$ cat src/uart_pkg.sv
package uart_pkg;

	// ================================================
	// Register map
	// ================================================

	// Offsets compared against paddr[7:0]
	localparam logic [7:0] ADDR_DATA = 8'h00;
	localparam logic [7:0] ADDR_CTRL = 8'h04;

	// Control bits, written at ADDR_CTRL
	localparam int CTRL_PARITY_BIT = 0;
	localparam int CTRL_LOOP_BIT   = 1;

	// Status bits, read back at ADDR_CTRL
	localparam int STAT_RX_EMPTY   = 0;
	localparam int STAT_TX_FULL    = 1;
	localparam int STAT_PARITY_ERR = 2;
	localparam int STAT_OVERRUN    = 3;

	// ================================================
	// Timing and buffering
	// ================================================

	// One bit = CLKS_PER_TICK * TICKS_PER_BIT clocks
	localparam int CLKS_PER_TICK = 4;
	localparam int TICKS_PER_BIT = 16;

	// Depth 16 for both directions
	localparam int FIFO_AW = 4;

	// Serial engine states
	localparam logic [2:0] TX_IDLE   = 3'd0;
	localparam logic [2:0] TX_START  = 3'd1;
	localparam logic [2:0] TX_DATA   = 3'd2;
	localparam logic [2:0] TX_PARITY = 3'd3;
	localparam logic [2:0] TX_STOP   = 3'd4;
	localparam logic [2:0] RX_IDLE   = 3'd0;
	localparam logic [2:0] RX_START  = 3'd1;
	localparam logic [2:0] RX_DATA   = 3'd2;
	localparam logic [2:0] RX_PARITY = 3'd3;
	localparam logic [2:0] RX_STOP   = 3'd4;

endpackage

$ cat src/uart_baud_gen.sv
`timescale 1ns/1ps

module uart_baud_gen (
	input  logic apb_pclk,
	input  logic apb_prstn,
	output logic baud_tick
);

	// Free-running divider, phase fixed by reset
	logic [$clog2(uart_pkg::CLKS_PER_TICK)-1:0] div_cnt;
	logic                                       last_clk;

	// Terminal count of the divider
	assign last_clk = (int'(div_cnt) == uart_pkg::CLKS_PER_TICK - 1);

	always_ff @(posedge apb_pclk or negedge apb_prstn)
	begin
		if (!apb_prstn)
		begin
			div_cnt   <= '0;
			baud_tick <= 1'b0;
		end
		else
		begin
			// Wrap on terminal count
			if (last_clk)
				div_cnt <= '0;
			else
				div_cnt <= div_cnt + 1'b1;
			// One-cycle pulse, shared by TX and RX
			baud_tick <= last_clk;
		end
	end

endmodule

$ cat src/uart_fifo.sv
`timescale 1ns/1ps

module uart_fifo #(
	parameter int addr_width = uart_pkg::FIFO_AW
) (
	input  logic       apb_pclk,
	input  logic       apb_prstn,
	input  logic       push,
	input  logic       pop,
	input  logic [7:0] wdata,
	output logic [7:0] rdata,
	output logic       empty,
	output logic       full
);

	// Storage, no reset on payload
	logic [7:0]          mem [0:(1 << addr_width) - 1];
	// Extra MSB tells full from empty
	logic [addr_width:0] wr_ptr;
	logic [addr_width:0] rd_ptr;
	logic                do_push;
	logic                do_pop;

	// Guarded strobes
	assign do_pop  = pop && !empty;
	// push into a full FIFO only lands if a slot frees in the same cycle
	assign do_push = push && (!full || do_pop);

	// Pointer compare
	assign empty = (wr_ptr == rd_ptr);
	assign full  = (wr_ptr[addr_width] != rd_ptr[addr_width]) &&
		(wr_ptr[addr_width-1:0] == rd_ptr[addr_width-1:0]);

	// Head entry, visible without a pop
	assign rdata = mem[rd_ptr[addr_width-1:0]];

	always_ff @(posedge apb_pclk)
	begin
		if (do_push)
			mem[wr_ptr[addr_width-1:0]] <= wdata;
	end

	always_ff @(posedge apb_pclk or negedge apb_prstn)
	begin
		if (!apb_prstn)
		begin
			wr_ptr <= '0;
			rd_ptr <= '0;
		end
		else
		begin
			if (do_push)
				wr_ptr <= wr_ptr + 1'b1;
			if (do_pop)
				rd_ptr <= rd_ptr + 1'b1;
		end
	end

endmodule

$ cat src/uart_tx.sv
`timescale 1ns/1ps

module uart_tx (
	input  logic       apb_pclk,
	input  logic       apb_prstn,
	input  logic       baud_tick,
	input  logic       parity_en,
	input  logic       fifo_empty,
	input  logic [7:0] fifo_data,
	output logic       fifo_pop,
	output logic       txd
);

	logic [2:0]                                 state;
	logic [$clog2(uart_pkg::TICKS_PER_BIT)-1:0] tick_cnt;
	logic [2:0]                                 bit_cnt;
	logic [7:0]                                 shift;
	logic                                       parity;
	logic                                       bit_end;
	logic                                       line_bit;

	// Pull the head byte as soon as the engine is free
	assign fifo_pop = (state == uart_pkg::TX_IDLE) && !fifo_empty;
	// Last tick of the current bit
	assign bit_end = baud_tick && (int'(tick_cnt) == uart_pkg::TICKS_PER_BIT - 1);

	// Line level for the current state
	always_comb
	begin
		case (state)
			uart_pkg::TX_START:  line_bit = 1'b0;
			uart_pkg::TX_DATA:   line_bit = shift[0];
			uart_pkg::TX_PARITY: line_bit = parity;
			default:             line_bit = 1'b1;
		endcase
	end

	// ================================================
	// Frame FSM
	// ================================================
	always_ff @(posedge apb_pclk or negedge apb_prstn)
	begin
		if (!apb_prstn)
		begin
			state    <= uart_pkg::TX_IDLE;
			tick_cnt <= '0;
			bit_cnt  <= '0;
			parity   <= 1'b0;
			txd      <= 1'b1;
		end
		else
		begin
			// Line only moves on ticks, so every bit is exactly 16 ticks
			if (baud_tick)
				txd <= line_bit;
			if (bit_end)
				tick_cnt <= '0;
			else if (baud_tick && state != uart_pkg::TX_IDLE)
				tick_cnt <= tick_cnt + 1'b1;
			case (state)
				uart_pkg::TX_IDLE:
					if (fifo_pop)
					begin
						state    <= uart_pkg::TX_START;
						tick_cnt <= '0;
						bit_cnt  <= '0;
						parity   <= 1'b0;
					end
				uart_pkg::TX_START:
					if (bit_end)
						state <= uart_pkg::TX_DATA;
				uart_pkg::TX_DATA:
					if (bit_end)
					begin
						// Even parity over the data bits
						parity  <= parity ^ shift[0];
						bit_cnt <= bit_cnt + 1'b1;
						if (bit_cnt == 3'd7)
							state <= parity_en ? uart_pkg::TX_PARITY : uart_pkg::TX_STOP;
					end
				uart_pkg::TX_PARITY:
					if (bit_end)
						state <= uart_pkg::TX_STOP;
				uart_pkg::TX_STOP:
					if (bit_end)
						state <= uart_pkg::TX_IDLE;
				default:
					state <= uart_pkg::TX_IDLE;
			endcase
		end
	end

	// Shift register, LSB first
	always_ff @(posedge apb_pclk)
	begin
		if (fifo_pop)
			shift <= fifo_data;
		else if (state == uart_pkg::TX_DATA && bit_end)
			shift <= {1'b0, shift[7:1]};
	end

endmodule

$ cat src/uart_rx.sv
`timescale 1ns/1ps

module uart_rx (
	input  logic       apb_pclk,
	input  logic       apb_prstn,
	input  logic       baud_tick,
	input  logic       parity_en,
	input  logic       rxd,
	output logic       rx_done,
	output logic [7:0] rx_byte,
	output logic       rx_perr
);

	logic [1:0]                                 sync;
	logic                                       rx_s;
	logic [2:0]                                 state;
	logic [$clog2(uart_pkg::TICKS_PER_BIT)-1:0] tick_cnt;
	logic [2:0]                                 bit_cnt;
	logic [7:0]                                 shift;
	logic                                       parity;
	logic                                       brk_wait;
	logic                                       mid_start;
	logic                                       mid_bit;

	// Synchronized line
	assign rx_s = sync[1];
	// Half a bit into the start bit
	assign mid_start = baud_tick && (int'(tick_cnt) == uart_pkg::TICKS_PER_BIT / 2 - 1);
	// Middle of every later bit
	assign mid_bit = baud_tick && (int'(tick_cnt) == uart_pkg::TICKS_PER_BIT - 1);

	assign rx_byte = shift;

	// ================================================
	// Frame FSM
	// ================================================
	always_ff @(posedge apb_pclk or negedge apb_prstn)
	begin
		if (!apb_prstn)
		begin
			sync     <= 2'b11;
			state    <= uart_pkg::RX_IDLE;
			tick_cnt <= '0;
			bit_cnt  <= '0;
			parity   <= 1'b0;
			brk_wait <= 1'b0;
			rx_done  <= 1'b0;
			rx_perr  <= 1'b0;
		end
		else
		begin
			sync    <= {sync[0], rxd};
			rx_done <= 1'b0;
			// Default count, overridden at sample points
			if (baud_tick)
				tick_cnt <= tick_cnt + 1'b1;
			case (state)
				uart_pkg::RX_IDLE:
				begin
					tick_cnt <= '0;
					// Line must return high after a bad stop bit
					if (rx_s)
						brk_wait <= 1'b0;
					else if (!brk_wait)
						state <= uart_pkg::RX_START;
				end
				uart_pkg::RX_START:
					if (mid_start)
					begin
						tick_cnt <= '0;
						bit_cnt  <= '0;
						parity   <= 1'b0;
						rx_perr  <= 1'b0;
						// Glitch, not a real start bit
						state <= rx_s ? uart_pkg::RX_IDLE : uart_pkg::RX_DATA;
					end
				uart_pkg::RX_DATA:
					if (mid_bit)
					begin
						tick_cnt <= '0;
						parity   <= parity ^ rx_s;
						bit_cnt  <= bit_cnt + 1'b1;
						if (bit_cnt == 3'd7)
							state <= parity_en ? uart_pkg::RX_PARITY : uart_pkg::RX_STOP;
					end
				uart_pkg::RX_PARITY:
					if (mid_bit)
					begin
						tick_cnt <= '0;
						// Even parity, mismatch flagged with the byte
						rx_perr  <= rx_s ^ parity;
						state    <= uart_pkg::RX_STOP;
					end
				uart_pkg::RX_STOP:
					if (mid_bit)
					begin
						// Byte delivered even on a framing error
						rx_done  <= 1'b1;
						brk_wait <= !rx_s;
						state    <= uart_pkg::RX_IDLE;
					end
				default:
					state <= uart_pkg::RX_IDLE;
			endcase
		end
	end

	// Data bits arrive LSB first
	always_ff @(posedge apb_pclk)
	begin
		if (state == uart_pkg::RX_DATA && mid_bit)
			shift <= {rx_s, shift[7:1]};
	end

endmodule

$ cat src/uart_apb_regs.sv
`timescale 1ns/1ps

module uart_apb_regs (
	input  logic        apb_pclk,
	input  logic        apb_prstn,
	input  logic        apb_psel,
	input  logic        apb_penable,
	input  logic        apb_pwrite,
	input  logic [31:0] apb_paddr,
	input  logic [31:0] apb_pwdata,
	output logic [31:0] apb_prdata,
	input  logic        tx_full,
	input  logic        rx_empty,
	input  logic        rx_full,
	input  logic [7:0]  rx_head,
	input  logic        rx_done,
	input  logic        rx_perr,
	output logic        tx_push,
	output logic [7:0]  tx_wdata,
	output logic        rx_pop,
	output logic        parity_en,
	output logic        loopback
);

	logic       access;
	logic       sel_data;
	logic       sel_ctrl;
	logic       stat_rd;
	logic       perr_sticky;
	logic       ovr_sticky;
	logic [7:0] status;

	// Access phase and address decode
	assign access   = apb_psel && apb_penable;
	assign sel_data = (apb_paddr[7:0] == uart_pkg::ADDR_DATA);
	assign sel_ctrl = (apb_paddr[7:0] == uart_pkg::ADDR_CTRL);
	assign stat_rd  = access && !apb_pwrite && sel_ctrl;

	// FIFO strobes, dropped when blocked
	assign tx_push  = access && apb_pwrite && sel_data && !tx_full;
	assign tx_wdata = apb_pwdata[7:0];
	assign rx_pop   = access && !apb_pwrite && sel_data && !rx_empty;

	// Status in 3..0, control in 5..4
	always_comb
	begin
		status                            = '0;
		status[uart_pkg::STAT_RX_EMPTY]   = rx_empty;
		status[uart_pkg::STAT_TX_FULL]    = tx_full;
		status[uart_pkg::STAT_PARITY_ERR] = perr_sticky;
		status[uart_pkg::STAT_OVERRUN]    = ovr_sticky;
		status[4 + uart_pkg::CTRL_PARITY_BIT] = parity_en;
		status[4 + uart_pkg::CTRL_LOOP_BIT]   = loopback;
	end

	// Read mux, unmapped reads as zero
	assign apb_prdata = sel_data ? {24'h0, rx_head} :
		sel_ctrl ? {24'h0, status} : 32'h0;

	always_ff @(posedge apb_pclk or negedge apb_prstn)
	begin
		if (!apb_prstn)
		begin
			parity_en   <= 1'b0;
			loopback    <= 1'b0;
			perr_sticky <= 1'b0;
			ovr_sticky  <= 1'b0;
		end
		else
		begin
			if (access && apb_pwrite && sel_ctrl)
			begin
				parity_en <= apb_pwdata[uart_pkg::CTRL_PARITY_BIT];
				loopback  <= apb_pwdata[uart_pkg::CTRL_LOOP_BIT];
			end
			// New event beats clear-on-read
			if (rx_done && rx_perr)
				perr_sticky <= 1'b1;
			else if (stat_rd)
				perr_sticky <= 1'b0;
			if (rx_done && rx_full)
				ovr_sticky <= 1'b1;
			else if (stat_rd)
				ovr_sticky <= 1'b0;
		end
	end

endmodule

$ cat src/uart_top.sv
`timescale 1ns/1ps

module uart_top (
	input  logic        apb_pclk,
	input  logic        apb_prstn,
	input  logic        apb_psel,
	input  logic        apb_penable,
	input  logic        apb_pwrite,
	input  logic [31:0] apb_paddr,
	input  logic [31:0] apb_pwdata,
	output logic [31:0] apb_prdata,
	input  logic        rs_rx,
	output logic        rs_tx,
	output logic        uart_irq
);

	logic       baud_tick;
	logic       parity_en;
	logic       loopback;
	// TX path
	logic       tx_push;
	logic [7:0] tx_wdata;
	logic       tx_pop;
	logic [7:0] tx_head;
	logic       tx_empty;
	logic       tx_full;
	// RX path
	logic       rx_pop;
	logic       rx_push;
	logic [7:0] rx_head;
	logic       rx_empty;
	logic       rx_full;
	logic       rx_done;
	logic [7:0] rx_byte;
	logic       rx_perr;
	logic       rx_line;

	// Loopback feeds the TX line into RX, rs_tx keeps driving
	assign rx_line  = loopback ? rs_tx : rs_rx;
	// Byte lost on a full FIFO, regs flag overrun
	assign rx_push  = rx_done && !rx_full;
	assign uart_irq = !rx_empty;

	uart_apb_regs apb_regs_inst (
		.apb_pclk(apb_pclk), .apb_prstn(apb_prstn), .apb_psel(apb_psel),
		.apb_penable(apb_penable), .apb_pwrite(apb_pwrite), .apb_paddr(apb_paddr),
		.apb_pwdata(apb_pwdata), .apb_prdata(apb_prdata), .tx_full(tx_full),
		.rx_empty(rx_empty), .rx_full(rx_full), .rx_head(rx_head), .rx_done(rx_done),
		.rx_perr(rx_perr), .tx_push(tx_push), .tx_wdata(tx_wdata), .rx_pop(rx_pop),
		.parity_en(parity_en), .loopback(loopback)
	);

	uart_baud_gen baud_gen_inst (
		.apb_pclk(apb_pclk), .apb_prstn(apb_prstn), .baud_tick(baud_tick)
	);

	uart_fifo #(.addr_width(uart_pkg::FIFO_AW)) tx_fifo_inst (
		.apb_pclk(apb_pclk), .apb_prstn(apb_prstn), .push(tx_push), .pop(tx_pop),
		.wdata(tx_wdata), .rdata(tx_head), .empty(tx_empty), .full(tx_full)
	);

	uart_fifo #(.addr_width(uart_pkg::FIFO_AW)) rx_fifo_inst (
		.apb_pclk(apb_pclk), .apb_prstn(apb_prstn), .push(rx_push), .pop(rx_pop),
		.wdata(rx_byte), .rdata(rx_head), .empty(rx_empty), .full(rx_full)
	);

	uart_tx tx_inst (
		.apb_pclk(apb_pclk), .apb_prstn(apb_prstn), .baud_tick(baud_tick),
		.parity_en(parity_en), .fifo_empty(tx_empty), .fifo_data(tx_head),
		.fifo_pop(tx_pop), .txd(rs_tx)
	);

	uart_rx rx_inst (
		.apb_pclk(apb_pclk), .apb_prstn(apb_prstn), .baud_tick(baud_tick),
		.parity_en(parity_en), .rxd(rx_line), .rx_done(rx_done),
		.rx_byte(rx_byte), .rx_perr(rx_perr)
	);

endmodule

$ cat config.mk
export PLATFORM = sky130hd
export DESIGN_NAME = uart_top
export DESIGN_NICKNAME = d
export VERILOG_FILES = /design/src/uart_pkg.sv /design/src/uart_baud_gen.sv /design/src/uart_fifo.sv /design/src/uart_tx.sv /design/src/uart_rx.sv /design/src/uart_apb_regs.sv /design/src/uart_top.sv
export SDC_FILE = /design/constraint.sdc
export NUM_CORES = 1
export LEC_CHECK = 0
export BUFFER_PORTS_ARGS = -buffer_cell sky130_fd_sc_hd__buf_4
export CAP_MARGIN = 20
export CORE_MARGIN = 2
export CORE_UTILIZATION = 26
export CTS_CLUSTER_DIAMETER = 150
export DETAILED_ROUTE_END_ITERATION = 8
export HOLD_SLACK_MARGIN = 0.06
export PLACE_DENSITY_LB_ADDON = 0.1
export SLEW_MARGIN = 20
export SYNTH_ARGS = -nofsm -noshare
export SYNTH_HDL_FRONTEND = slang
export SYNTH_SLANG_ARGS = --single-unit
$ cat constraint.sdc
create_clock -name apb_pclk -period 5 [get_ports apb_pclk]
set_clock_uncertainty 0.1 [all_clocks]
set_input_delay 1.5 -clock apb_pclk [delete_from_list [all_inputs] [get_ports apb_pclk]]
set_output_delay 1.5 -clock apb_pclk [all_outputs]
set_load 0.02 [all_outputs]
[Yosys cells after proc, flatten, opt, wreduce, memory -nomap -nowiden]
Memories as Yosys holds them, arrays and structs flattened.
Cells that the tools add are included.
Cells by class
  multiplexer cells: 57
  equality and inequality tests: 35
  add/sub/neg operators: 9
  bitwise logic cells: 2
  reduce and logical (&&, ||, !) cells: 51
Operators with widths (number)
  2-to-1 mux 3 bit: 18
  2-to-1 mux 32 bit: 1
  case mux 3 bit (5 select lines): 2
  2-to-1 mux 4 bit: 7
  logical AND 1 bit: 25
  inequality test 2 x 1 -> 1 bit, second input constant: 11
  adder 5 x 1 -> 5 bit, second input constant: 4
  2-to-1 mux 1 bit: 16
  2-to-1 mux 8 bit: 2
  nonzero test 2 bit: 7
  == test 3 x 2 -> 1 bit, second input constant: 4
  == test 3 bit, second input constant: 4
  case mux 3 bit (2 select lines): 2
  case mux 4 bit (3 select lines): 1
  AND reduction 3 bit: 4
  == test 5 bit: 2
  adder 4 x 1 -> 4 bit, second input constant: 2
  == test 4 x 1 -> 1 bit, second input constant: 2
  == test 4 bit: 2
  == test 8 x 3 -> 1 bit, second input constant: 1
  logical NOT 8 bit: 1
  case mux 1 bit (2 select lines): 4
  AND reduction 7 bit: 1
  adder 3 x 1 -> 3 bit, second input constant: 2
  16 further kinds: 29
Word-level totals
  bits in registers: 71
  output and inout bits: 34
  bits in writable memories: 256
  memories: 2
  logic and storage cells: 181
Memories
  rx_fifo_inst.mem: depth 16, width 8, read ports 1, clocked after Yosys merged registers in 0, wr ports 1, RTL line uart_fifo.sv:17  | logic [7:0] mem [0:(1 << addr_width) - 1];
  tx_fifo_inst.mem: depth 16, width 8, read ports 1, clocked after Yosys merged registers in 0, wr ports 1, RTL line uart_fifo.sv:17

[Logic depth before layout (Yosys ltp)]
  word-level depth: 9
  mapped depth: 8

[By module]
Synthesis repeated with hierarchy kept, for this count alone.
Unflattened totals
  cells, all modules: 796
  area, all modules: 13959.6 um^2
Modules (own cells, without submodules)
  uart_fifo (rx_fifo_inst): area an instance 5564.1 um^2, sequential area each 4093.9 um^2, cells an instance 271, times used 1
  uart_fifo (tx_fifo_inst): area an instance 5527.8 um^2, sequential area each 4093.9 um^2, cells an instance 269, times used 1
  uart_rx: area an instance 1103.6 um^2, sequential area each 643.1 um^2, cells an instance 87, times used 1
  uart_tx: area an instance 1048.5 um^2, sequential area each 541.8 um^2, cells an instance 93, times used 1
  uart_apb_regs: area an instance 599.3 um^2, sequential area each 100.1 um^2, cells an instance 68, times used 1
  uart_baud_gen: area an instance 91.3 um^2, sequential area each 75.1 um^2, cells an instance 5, times used 1
  uart_top: area an instance 25.0 um^2, sequential area each 0.0 um^2, cells an instance 3, times used 1

[Worst setup path before layout]
No wires, ideal clock.
  path type: input-to-output
  from: input port apb_paddr[5]
  to: output port apb_prdata[1]
  slack: 695 ps
  arrival: 2705 ps
  stages on the path: 4
  cells stage by stage: nor4_4 -> nand3b_2 -> a31o_2 -> o21ai_0
Between the ends
  longest elaborated chain between the ends: 3
  elaborated cells on any way between the ends: 4
RTL lines
  start, declared: RTL line uart_top.sv:9  | input logic [31:0] apb_paddr,
  == test 8 x 3 -> 1 bit: RTL line uart_apb_regs.sv:36  | assign sel_ctrl = (apb_paddr[7:0] == uart_pkg::ADDR_CTRL);
  2-to-1 mux 6 bit: RTL line uart_apb_regs.sv:58  | sel_ctrl ? {24'h0, status} : 32'h0;
  2-to-1 mux 32 bit (*): RTL line uart_apb_regs.sv:57  | assign apb_prdata = sel_data ? {24'h0, rx_head} :
  end, declared: RTL line uart_top.sv:11  | output logic [31:0] apb_prdata,
Mark *: on every way between the ends. The rest lies on a longest branch, timed or not.

[Final worst setup path]
  from: input port apb_paddr[1]
  to: output port apb_prdata[1]
The elaborated chain is that of the path after synthesis.

==> flow_metrics.tcl <==
set metrics [dict create \
    syn_inst 804 \
    preCtsSetupSlack_ns 0.362 \
    maxCapViolCount 0 \
    critPathMaxFanout 6 \
    ys.flop_type "edfxtp_1" \
    die_w_um 234 \
    routedWlPerCell_um 20.4 \
    layout_commonest_cell "edfxtp_1" \
    cts_tree "done" \
    outcome "finished, final reports clean" \
    synth_seq_cells 327 \
    fmax_mhz 219 \
    insertedDiodeCount 0 \
    grt_pass1_wl_mm 47.3 \
    area_delta_synth_final_pct 15.2 \
    yosysWarnings 0 \
    cp.required_ns 3.40 \
    relSlewSlack 0.411 \
    drtIter0Drc 358 \
    dp_hpwl_mm 19.4 \
    cp-startpoint "apb_paddr[1]" \
    yosys.area.top_type "edfxtp_1" \
    cts.path.max_buffers 3 \
    grt_use_total 0.119 \
    postCtsHoldBufs 0 \
    holdCritPathClass "reg2reg" \
    crit_family "simple AND/OR/NAND/NOR gates" \
    netlist.area_leader.share 0.594 \
    cpMostUsedCell "buf_4" \
    overflow 0 \
    synth_edf_count 272 \
    crit_arrival_ns 2.98 \
    gp_congestion 0.715 \
    drtPass1Iterations 4 \
    num_rows 84 \
    critPathLaunchType "input port" \
    avgViaCountPerCell 4.40 \
    num_vias 6868 \
    instances_no_fill 1561 \
    cp_num_buf_inv 2 \
    fin_crit_sh 0.915 \
    initial_core_util 0.262 \
    dieHeight_um 234 \
    fin_nets 932 \
    cp_slowest_cell "nor3_1" \
    cts_resized 0 \
    synthArstFlopShare 0.168 \
    syn-cell-area_um2 13800 \
    cts_buffers 39 \
    report.final.slew_viol_count 0 \
    hold_viol_final 0 \
    fin_crit_ns 4.58 \
    crit-reg2reg-launch "rx_fifo_inst.rd_ptr[3]" \
    cts.sinks 327 \
    placed_cells 1492 \
    io_buffers 31 \
    die-area_um2 54800 \
    htreeDepth 2 \
    synth_cell_type_count 57 \
    drc 0 \
    clk_latency_ns 0.56 \
    cp_cell_sequence "buf_4, nor3_1, nand3b_2, a31o_2, o21ai_0, buf_4" \
    p_leak_nw 5.43 \
    synth_area_leaders "edfxtp_1 59%, dfrtp_1 9.5%, mux4_2 8.7%, ha_1 1.5%, buf_4 1.5%" \
    drive_gt1_frac 0.205 \
    clk_pin_slew_worst_paths_ns 0.05 \
    crit_type "in2out" \
    tns_ns 0 \
    synth.avg_cell_area_um2 17.1 \
    grt_pass1_vias 7173 \
    rsz0062_at_grt "false" \
    layout_common_cells "272 x edfxtp_1, 53 x mux4_2, 48 x dfrtp_1" \
    io_pins 104 \
    cts_post_setup_buffers_inserted 0 \
    grt_max_degree 56 \
    postRouteAntennaNets 0 \
    setup_viol 0 \
    ir_drop_v 0.000202 \
    yosysSeqAreaShare 0.694 \
    wl_mm 31.8 \
    antenna_found_initial 0 \
    setup_slack_ns 0.424 \
    cts-root-buf "clkbuf_16" \
    powerDensity_nw_per_um2 362 \
    end_kind "output pin" \
    min_from "rx_inst.sync[0]" \
    tightest_slew_ns 0.880 \
    core_um2 52400 \
    slowest_delay_ns 0.34 \
]
metrics by stage:
stage | power [mW] | instance area, µm² | utilization | hold slack [ns]
2_1_floorplan | 3.05 | 13800 | - | 0.245
3_3_place_gp | 3.09 | 14700 | 0.279 | 0.250
3_5_place_dp | 3.09 | 14700 | 0.279 | 0.254
4_1_cts | 5.83 | 15800 | 0.302 | 0.263
5_1_grt | 5.94 | 15800 | 0.302 | 0.265
6_report | 5.74 | 15800 | 0.302 | 0.260
registers in the layout, summed over array words and instances, names as in the netlist, 2 cells and up:
name / count
rx_inst.rx_byte: 8
tx_fifo_inst.wr_ptr: 5
tx_fifo_inst.rd_ptr: 5
rx_inst.bit_cnt: 3
baud_gen_inst.div_cnt: 2
tx_inst.bit_cnt: 3
rx_inst.tick_cnt: 4
rx_inst.state: 3
tx_fifo_inst.mem: 128
rx_fifo_inst.wr_ptr: 5
rx_fifo_inst.mem: 128
rx_inst.sync: 2
tx_inst.shift: 8
tx_inst.tick_cnt: 4
rx_fifo_inst.rd_ptr: 5
tx_inst.state: 3
worst paths after layout:
| check | endpoint | slack [ns] | cells past startpoint |
|---|---|---|---|
| hold reg to reg | rx_inst.sync[1] | 0.26 | 0 |
| setup / recovery | apb_prdata[1] | 0.42 | 6 |
| max in group asynchronous | tx_fifo_inst.rd_ptr[2] | 3.27 | 1 |
| setup reg to reg | rx_fifo_inst.mem[3][7] | 1.89 | 6 |
| min in group asynchronous | rx_fifo_inst.rd_ptr[2] | 0.94 | 1 |
| hold / removal | rx_inst.sync[1] | 0.26 | 0 |
where the power goes:
| part | total (mW) | switching, mW | internal (mW) |
|---|---|---|---|
| Combinational | 0.0821 | 0.0597 | 0.0224 |
| Sequential | 2.95 | 0.00991 | 2.94 |
| Clock | 2.70 | 1.14 | 1.57 |
routing by layer:
metal / vias to the layer above / GRT usage / wire [µm] / part of all wire
met5: - / 0 / 0 / 0
met1: 3551 / 0.159 / 14600 / 0.46
met3: 36 / 0.0207 / 924 / 0.029
met2: 99 / 0.195 / 15600 / 0.49
li1: 3182 / - / - / -
met4: 0 / 0.0409 / 664 / 0.021
synth_stat cells, types with 2 or more instances:
cell type / instances
edfxtp_1: 272
mux4_2: 53
dfrtp_1: 52
nor2_1: 34
nor2b_1: 32
a21oi_1: 31
and3_1: 31
nand2_1: 28
buf_4: 27
buf_2: 19
xor2_1: 18
ha_1: 17
xnor2_1: 17
a211oi_1: 16
mux2_2: 13
inv_1: 12
mux2i_1: 12
o21ai_0: 11
clkbuf_1: 10
nand4_1: 10
a22o_1: 8
a2111oi_0: 7
nand3_1: 7
buf_6: 6
mux4_1: 5
nor3_1: 5
and4_1: 4
a32o_1: 3
clkbuf_2: 3
dfstp_2: 3
nand2b_1: 3
nor4_4: 3
a311oi_1: 2
and2_1: 2
and3_4: 2
buf_1: 2
nand3b_1: 2
nor3b_1: 2
o22ai_1: 2
worst reg2reg max path, cell delays in order, from the launching register on:
cell and delay [ns]:
dfrtp_1 0.88, xor2_1 0.29, nor4_4 0.13, a21boi_2 0.59, nand2_1 0.20, nor3_1 0.35
buf_4 0.26
cell families after synthesis:
group | Yosys count | share of synthesized area
flops | 327 | 0.694
simple gates | 169 | 0.0702
compound gates | 92 | 0.0473
mux | 83 | 0.116
buf+inv | 80 | 0.0347
xor+xnor | 35 | 0.0223
fa+ha+maj | 17 | 0.0155
other cells | 1 | 0.000273
cell type report:
cell class                 instances  area (µm²)
fill                            5145       36600
timing repair buffer              45         375
clock buffer                      53        1040
sequential                       327        9550
multi-input combinational        420        3820
tap                              688         861
inverter                          12        45.0
clock inverter                    16         159
Note: power is estimated with default switching activity, not from simulation.
